===== config.mk =====
export PLATFORM = sky130hd
export DESIGN_NAME = cpu_tail
export DESIGN_NICKNAME = d
export VERILOG_FILES = /design/src/rtl/cpu_pkg.sv /design/src/rtl/wb_pass_if.sv /design/src/rtl/mem2_stage.sv /design/src/rtl/writeback_stage.sv /design/src/rtl/regfile.sv /design/src/rtl/cpu_tail.sv
export VERILOG_INCLUDE_DIRS = /design/src /design/src/include
export SDC_FILE = /design/constraint.sdc
export NUM_CORES = 2
export LEC_CHECK = 0
export BUFFER_PORTS_ARGS = -buffer_cell sky130_fd_sc_hd__buf_2
export CORE_MARGIN = 2
export CORE_UTILIZATION = 50
export DETAILED_ROUTE_END_ITERATION = 8
export PLACE_DENSITY = 0.63
export SYNTH_ARGS = -nofsm -noshare
export SYNTH_HDL_FRONTEND = slang
export SYNTH_SLANG_ARGS = --single-unit

===== constraint.sdc =====
create_clock -name clk -period 6.6 [get_ports clk]
set_clock_uncertainty 0.1 [all_clocks]
set_input_delay 1.98 -clock clk [delete_from_list [all_inputs] [get_ports clk]]
set_output_delay 1.98 -clock clk [all_outputs]
set_load 0.05 [all_outputs]

===== src/include/cpu_settings.svh =====
`ifndef CPU_SETTINGS_SVH
`define CPU_SETTINGS_SVH

// width of data, addresses, pc and instruction words
`define XLEN 32

// architectural integer registers, r0 included
`define NUM_REGS 32

`endif


===== src/rtl/cpu_pkg.sv =====
`include "cpu_settings.svh"

package cpu_pkg;

    // one machine word, used for data, pc and instruction words
    typedef logic [`XLEN-1:0] u32_t;

    typedef logic [$clog2(`NUM_REGS)-1:0] reg_idx_t;  // index into the register file

    // access size of a load as handed over by the memory stage
    typedef logic [1:0] mem_size_t;

    localparam mem_size_t SIZE_BYTE = 2'd0;
    localparam mem_size_t SIZE_HALF = 2'd1;
    localparam mem_size_t SIZE_WORD = 2'd2;  // code 3 is unused and treated as a word

endpackage


===== src/rtl/wb_pass_if.sv =====
`timescale 1ns/1ps

interface wb_pass_if;
    import cpu_pkg::*;

    logic     valid;
    reg_idx_t rd;
    logic     is_wr_rd;
    logic     is_link;    // write pc plus 4 instead of result
    u32_t     pc;
    u32_t     inst;
    u32_t     result;     // loads arrive here already extended

    modport src (
        output valid, rd, is_wr_rd, is_link, pc, inst, result
    );

    modport dst (
        input valid, rd, is_wr_rd, is_link, pc, inst, result
    );

endinterface


===== src/rtl/mem2_stage.sv =====
`timescale 1ns/1ps
`include "cpu_settings.svh"

module mem2_stage (
    input  logic                clk,
    input  logic                rst_n,
    input  logic                valid_i,
    input  logic                is_wr_rd_i,
    input  logic                is_link_i,
    input  logic                is_load_i,
    input  logic                load_unsigned_i,
    input  logic                stall_i,
    input  logic                flush_i,
    input  cpu_pkg::reg_idx_t   rd_i,
    input  cpu_pkg::mem_size_t  load_size_i,
    input  cpu_pkg::u32_t       pc_i,
    input  cpu_pkg::u32_t       inst_i,
    input  cpu_pkg::u32_t       ex_result_i,
    input  cpu_pkg::u32_t       mem_rdata_i,
    wb_pass_if.src              out
);
    import cpu_pkg::*;

    logic      valid_q;
    logic      is_wr_rd_q;
    logic      is_link_q;
    logic      is_load_q;
    logic      load_unsigned_q;
    reg_idx_t  rd_q;
    mem_size_t load_size_q;
    u32_t      pc_q;
    u32_t      inst_q;
    u32_t      ex_result_q;
    u32_t      mem_rdata_q;

    logic [7:0]  ld_byte;
    logic [15:0] ld_half;
    u32_t        load_val;

    always_ff @(posedge clk, negedge rst_n) begin
        if (~rst_n) begin
            valid_q <= 1'b0;
        end else if (flush_i) begin
            valid_q <= 1'b0;
        end else if (~stall_i) begin
            valid_q <= valid_i;
        end
    end

    always_ff @(posedge clk) begin
        if (~stall_i) begin
            is_wr_rd_q      <= is_wr_rd_i;
            is_link_q       <= is_link_i;
            is_load_q       <= is_load_i;
            load_unsigned_q <= load_unsigned_i;
            rd_q            <= rd_i;
            load_size_q     <= load_size_i;
            pc_q            <= pc_i;
            inst_q          <= inst_i;
            ex_result_q     <= ex_result_i;
            mem_rdata_q     <= mem_rdata_i;
        end
    end

    // for a load the ex result is the address, its low bits pick the lane
    assign ld_byte = mem_rdata_q[{ex_result_q[1:0], 3'b000} +: 8];
    assign ld_half = mem_rdata_q[{ex_result_q[1], 4'b0000} +: 16];

    always_comb begin
        case (load_size_q)
            SIZE_BYTE: load_val = {{(`XLEN-8){ld_byte[7] & ~load_unsigned_q}}, ld_byte};
            SIZE_HALF: load_val = {{(`XLEN-16){ld_half[15] & ~load_unsigned_q}}, ld_half};
            SIZE_WORD: load_val = mem_rdata_q;
            default:   load_val = mem_rdata_q;
        endcase
    end

    assign out.valid    = valid_q;
    assign out.rd       = rd_q;
    assign out.is_wr_rd = is_wr_rd_q;
    assign out.is_link  = is_link_q;
    assign out.pc       = pc_q;
    assign out.inst     = inst_q;
    assign out.result   = is_load_q ? load_val : ex_result_q;

endmodule


===== src/rtl/writeback_stage.sv =====
`timescale 1ns/1ps

module writeback_stage (
    input  logic               clk,
    input  logic               rst_n,
    input  logic               stall_i,
    input  logic               flush_i,
    wb_pass_if.dst             in,
    output logic               rf_we_o,
    output cpu_pkg::reg_idx_t  rf_waddr_o,
    output cpu_pkg::u32_t      rf_wdata_o,
    output logic               commit_valid_o,
    output logic               commit_wen_o,
    output cpu_pkg::reg_idx_t  commit_wdest_o,
    output cpu_pkg::u32_t      commit_pc_o,
    output cpu_pkg::u32_t      commit_inst_o,
    output cpu_pkg::u32_t      commit_wdata_o
);
    import cpu_pkg::*;

    logic     valid_q;
    logic     is_wr_rd_q;
    logic     is_link_q;
    reg_idx_t rd_q;
    u32_t     pc_q;
    u32_t     inst_q;
    u32_t     result_q;
    logic     retire;

    always_ff @(posedge clk, negedge rst_n) begin
        if (~rst_n) begin
            valid_q <= 1'b0;
        end else if (flush_i) begin
            valid_q <= 1'b0;
        end else if (~stall_i) begin
            valid_q <= in.valid;
        end
    end

    always_ff @(posedge clk) begin
        if (~stall_i) begin
            is_wr_rd_q <= in.is_wr_rd;
            is_link_q  <= in.is_link;
            rd_q       <= in.rd;
            pc_q       <= in.pc;
            inst_q     <= in.inst;
            result_q   <= in.result;
        end
    end

    assign retire = valid_q & ~stall_i & ~flush_i;  // a flushed item leaves no trace

    assign rf_waddr_o = rd_q;
    assign rf_wdata_o = is_link_q ? pc_q + 'd4 : result_q;
    // r0 is never written, so it reads zero without a check in the register file
    assign rf_we_o    = retire & is_wr_rd_q & (rd_q != '0);

    always_ff @(posedge clk, negedge rst_n) begin
        if (~rst_n) begin
            commit_valid_o <= 1'b0;
            commit_wen_o   <= 1'b0;
        end else begin
            commit_valid_o <= retire;
            commit_wen_o   <= rf_we_o;
        end
    end

    always_ff @(posedge clk) begin
        commit_wdest_o <= rf_waddr_o;
        commit_wdata_o <= rf_wdata_o;
        commit_pc_o    <= pc_q;
        commit_inst_o  <= inst_q;
    end

endmodule


===== src/rtl/regfile.sv =====
`timescale 1ns/1ps
`include "cpu_settings.svh"

module regfile (
    input  logic               clk,
    input  logic               rst_n,
    input  logic               we_i,
    input  cpu_pkg::reg_idx_t  waddr_i,
    input  cpu_pkg::reg_idx_t  raddr_a_i,
    input  cpu_pkg::reg_idx_t  raddr_b_i,
    input  cpu_pkg::u32_t      wdata_i,
    output cpu_pkg::u32_t      rdata_a_o,
    output cpu_pkg::u32_t      rdata_b_o
);
    import cpu_pkg::*;

    u32_t regs [`NUM_REGS];

    always_ff @(posedge clk, negedge rst_n) begin
        if (~rst_n) begin
            regs <= '{default: '0};
        end else if (we_i) begin
            regs[waddr_i] <= wdata_i;
        end
    end

    // reads see the stored value, a write in the same cycle shows up after the edge
    assign rdata_a_o = regs[raddr_a_i];
    assign rdata_b_o = regs[raddr_b_i];

endmodule


===== src/rtl/cpu_tail.sv =====
`timescale 1ns/1ps

module cpu_tail (
    input  logic                clk,
    input  logic                rst_n,
    input  logic                valid_i,
    input  logic                is_wr_rd_i,
    input  logic                is_link_i,
    input  logic                is_load_i,
    input  logic                load_unsigned_i,
    input  logic                stall_i,
    input  logic                flush_i,
    input  cpu_pkg::reg_idx_t   rd_i,
    input  cpu_pkg::mem_size_t  load_size_i,
    input  cpu_pkg::u32_t       pc_i,
    input  cpu_pkg::u32_t       inst_i,
    input  cpu_pkg::u32_t       ex_result_i,
    input  cpu_pkg::u32_t       mem_rdata_i,
    input  cpu_pkg::reg_idx_t   raddr_a_i,
    input  cpu_pkg::reg_idx_t   raddr_b_i,
    output cpu_pkg::u32_t       rdata_a_o,
    output cpu_pkg::u32_t       rdata_b_o,
    output logic                commit_valid_o,
    output logic                commit_wen_o,
    output cpu_pkg::reg_idx_t   commit_wdest_o,
    output cpu_pkg::u32_t       commit_pc_o,
    output cpu_pkg::u32_t       commit_inst_o,
    output cpu_pkg::u32_t       commit_wdata_o
);
    import cpu_pkg::*;

    logic     rf_we;
    reg_idx_t rf_waddr;
    u32_t     rf_wdata;

    wb_pass_if u_pass ();  // mem2 to writeback

    mem2_stage u_mem2 (
        .clk             (clk),
        .rst_n           (rst_n),
        .valid_i         (valid_i),
        .is_wr_rd_i      (is_wr_rd_i),
        .is_link_i       (is_link_i),
        .is_load_i       (is_load_i),
        .load_unsigned_i (load_unsigned_i),
        .stall_i         (stall_i),
        .flush_i         (flush_i),
        .rd_i            (rd_i),
        .load_size_i     (load_size_i),
        .pc_i            (pc_i),
        .inst_i          (inst_i),
        .ex_result_i     (ex_result_i),
        .mem_rdata_i     (mem_rdata_i),
        .out             (u_pass.src)
    );

    writeback_stage u_wb (
        .clk            (clk),
        .rst_n          (rst_n),
        .stall_i        (stall_i),
        .flush_i        (flush_i),
        .in             (u_pass.dst),
        .rf_we_o        (rf_we),
        .rf_waddr_o     (rf_waddr),
        .rf_wdata_o     (rf_wdata),
        .commit_valid_o (commit_valid_o),
        .commit_wen_o   (commit_wen_o),
        .commit_wdest_o (commit_wdest_o),
        .commit_pc_o    (commit_pc_o),
        .commit_inst_o  (commit_inst_o),
        .commit_wdata_o (commit_wdata_o)
    );

    regfile u_rf (
        .clk       (clk),
        .rst_n     (rst_n),
        .we_i      (rf_we),
        .waddr_i   (rf_waddr),
        .raddr_a_i (raddr_a_i),
        .raddr_b_i (raddr_b_i),
        .wdata_i   (rf_wdata),
        .rdata_a_o (rdata_a_o),
        .rdata_b_o (rdata_b_o)
    );

endmodule


==> results by group <==
STA
  • Final min period: 6270 ps
  • TNS Setup: 0 ps
  • Slew @ Worst Pin: 1170 ps
  • Endpoints failing hold: 0
  • Max-slew violation count: 0
  • Worst slew margin: 0.215
  • Final worst-path cycle share: 0.950
  • Final Setup Violations: 0
  • RSZ-0062 raised after global routing: no
  • Peak Freq: 0.160 GHz

Drt
  • DR top layer: met5
  • Routed wire length: 189,000 um
  • Met3 WL post-DR: 16,500 um
  • DR WL met2: 86,600 um
  • Iter 0 DRT Violations: 4,310
  • Drt drc: 0
  • Met1 wire length: 79,800 um
  • Vias: 44,200
  • Antenna-violating nets left: 0
  • Via/cell ratio: 6.23
  • Number of detailed-route iterations in the first pass: 6
  • Drt wl/cell: 26.6 um

Floorplan
  • Io pins: 321
  • Height of the die: 362 um
  • Cell Rows: 131
  • Die W: 362 um
  • Initial Util: 0.503
  • Die Area: 131,000 sq um
  • Core ar.: 127,000 sq um

Clocking
  • Clock Tree Buf Depth: 3
  • Postcts setup bufs: 0
  • CTS H-Tree Depth: 4
  • Clock sink count: 1,371
  • CTS buffer count: 148
  • CTS tree: built
  • Hold buffer count at CTS: 0
  • Root Driver: clkbuf_16
  • Clk_lat worst skew: 780 ps
  • Reg clk slew, reported paths: 60 ps
  • Cts repair resizes: 0

Pwr
  • PwrDens: 261 nW/um^2
  • Gate power share: 0.093
  • Leak pwr: 30.3 nW
  • Clock power share: 0.435
  • Maximum VDD drop: 258 uV
  • Sw frac: 0.255
  • Sequential share of power: 0.472
  • Psw: 4.87 mW
  • Pint: 14.2 mW

Status
  • Status: finished clean

Worst hold path
  • Count of cells along the worst hold path: 0
  • HP Class: reg2reg

Setup path
  • Worst Path Required: 4520 ps
  • Setup Crit Path Kind: in2out
  • Depth of the worst register-to-register path: 5
  • Crit. End Element: primary output
  • Worst Path Max Fanout: 22
  • CP arrival: 4190 ps
  • Worst setup SP type: input port

Placement
  • # port buffers: 320
  • Half-perimeter wire length after placement: 115,000 um
  • DP Cell Count: 6,820
  • Gpl congestion: 0.831
  • Placed Instance Area: 68,100 sq um

Global routing
  • Pin count of the biggest net entering global routing: 196
  • Global-route wire length before repair: 285,000 um
  • Number of global-route vias before repair: 43,600
  • Initial antenna violation count: 7
  • Total track usage: 0.294
  • Global route overflow: 0

Cells and area
  • Fillers: 10,300
  • Area Overhead vs Synth: 13.9%
  • Layout cells sized above 1: 0.267
  • Layout Cell Area excl Fill: 72,900 sq um
  • Final instance count without filler cells: 7,090
  • Net count reported at finish: 5,463

Logic synthesis
  • Post-synthesis cell area: 64,000 sq um
  • Syn Area/Cell: 12.3 sq um
  • Synth Area in Adders: 0.000195
  • Cells after Synth: 5,212
  • Largest family of logic cells by synthesized area: multiplexers
  • Part of the Yosys area used for sequential elements: 0.547
  • Number of synthesized flops with an enable pin: 242
  • Library cells used by synthesis: 66
  • Simple-Gate Fraction of Synth Area: 0.0823
  • Mux cell area share after synthesis: 0.228
  • Synthesized Nets: 5,367
  • Synth area leader: dfrtp_1
  • Post-synthesis compound-gate area fraction: 0.104
  • Post-synthesis xor/xnor area fraction: 0.00192
  • Async SR Flop Fraction: 0.750
  • Top FF cell, synth: dfrtp_1
  • Ys Warns: 0
  • Share of the synthesized area in the top cell type: 0.402
  • Yosys reg bits: 1,371
  • Top post-synthesis cells by area: dfrtp_1 40%, mux4_2 20%, edfxtp_1 11%, nand2_1 5.8%, o21ai_0 5.7%

Run
  • Max-Cap Viols: 0
critical path, cell delays in order:
cell,delay (ps)
buf_8,230
buf_12,250
mux4_2,540
mux4_2,470
nor2_1,350
a221oi_2,100
buf_2,240
final cells by class:
class                           count  area [sq um]  area share
Sequential cell                  1371         35000       0.480
Multi-Input combinational cell   3259         27400       0.376
Clock buffer                      218          4270      0.0586
Timing Repair Buffer              485          3450      0.0473
Tap cell                         1662          2080      0.0285
Clock inverter                     48           534     0.00733
Inverter                           43           165     0.00227
Antenna cell                        4          10.0    0.000137
path summary, 6_finish.rpt:
| kind | from | end | slack, ps |
|---|---|---|---|
| worst max-delay path | raddr_b_i[0] | rdata_b_o[11] | 330 |
| worst min-delay path | u_wb.inst_q[19] | u_wb.commit_inst_o[19] | 240 |
| worst max register to register | u_wb.rf_waddr_o[3] | u_rf.regs[753] | 2980 |
| worst min register to register | u_wb.inst_q[19] | u_wb.commit_inst_o[19] | 240 |
| max in group asynchronous | rst_n | u_wb.valid_q | 3890 |
| min in group asynchronous | rst_n | u_rf.regs[138] | 1120 |
synthesized netlist by cell type, drive strengths merged, types with 6 or more instances:
| cell type | count |
|---|---|
| clkbuf | 447 |
| nand2 | 983 |
| nand4 | 40 |
| xor2 | 9 |
| o21ai | 966 |
| nor3 | 7 |
| o22a | 7 |
| nand3 | 22 |
| nor4 | 7 |
| dfrtp | 1028 |
| mux2i | 142 |
| dfxtp | 101 |
| o2bb2ai | 8 |
| o221ai | 17 |
| a221oi | 64 |
| a21oi | 99 |
| mux4 | 582 |
| edfxtp | 242 |
| and4 | 9 |
| inv | 40 |
| nor2 | 189 |
| or2 | 11 |
| a31oi | 8 |
| buf | 92 |
| or3 | 6 |
| mux2 | 7 |
layout by cell type (no fill, tap or decap), types with 7 or more instances in the layout:
master and count:
and4_1 9, nor2_1 189, clkbuf_8 20, buf_12 43, xor2_1 7, clkbuf_1 45, a31oi_1 8, nand3_1 13
o221ai_1 17, mux4_2 582, dfrtp_1 1028, bufinv_16 8, mux2_2 7, clkinv_1 9, nor3_1 7, dfxtp_1 101
a21oi_1 95, buf_4 124, or2_2 11, o21ai_0 731, clkbuf_16 153, inv_6 7, clkinv_2 15, inv_1 34
nand3_4 8, clkinvlp_4 7, o22a_1 7, o21ai_1 206, buf_2 311, o21ai_2 29, mux2i_1 131, nand4_1 40
nand2_1 983, mux2i_2 11, edfxtp_1 242, a221oi_2 64, o2bb2ai_1 8
routing by layer:
layer,up-vias,GRT usage
met1,22600,0.427
met3,335,0.0642
met2,1910,0.444
met5,-,0
met4,6,0.0958
li1,19400,-
cell families (layout without fill, tap and decap cells):
family,count (synthesis),in the layout
adders and majority gates,1,1
muxes,731,731
and+or+nand+nor,1306,1306
other,0,4
AOI/OAI and AO/OA,1207,1207
buffers and inverters,582,794
DFF,1371,1371
xor gates and xnor gates,14,14
sequential cells by signal, summed over array words and instances, names as in the netlist, 2 cells and up:
signal and count:
u_wb.inst_q 32, u_mem2.ex_result_q 32, u_wb.commit_inst_o 32, u_wb.pc_q 32
u_mem2.out.rd 5, u_wb.result_q 32, u_mem2.mem_rdata_q 32, u_rf.regs 1024
u_wb.rf_waddr_o 5, u_mem2.load_size_q 2, u_wb.commit_wdest_o 5, u_wb.commit_wdata_o 32
u_mem2.out.pc 32, u_wb.commit_pc_o 32, u_mem2.out.inst 32
stage by stage:
stage                     hold slack (ps)  setup WS (ps)  power [mW]   util
after floorplan                       223            268        10.2      -
after global placement                224            354        10.9  0.535
after detailed placement              229            336        10.9  0.535
after CTS                             238            338        19.2  0.572
after global routing                  242            227        19.7  0.572
final                                 238            332        19.1  0.573
power by group through the flow:
| stage | Combinational (mW) | Clock [mW] | Sequential, mW |
|---|---|---|---|
| after global routing | 1.89 | 8.77 | 9.02 |
| after CTS | 1.78 | 8.42 | 9.00 |
| after detailed placement | 1.78 | 0 | 9.16 |
| final | 1.77 | 8.28 | 9.00 |
| after global placement | 1.77 | 0 | 9.15 |
| after floorplan | 0.908 | 0 | 9.28 |
No activity file was read; power rests on OpenSTA's default activity.
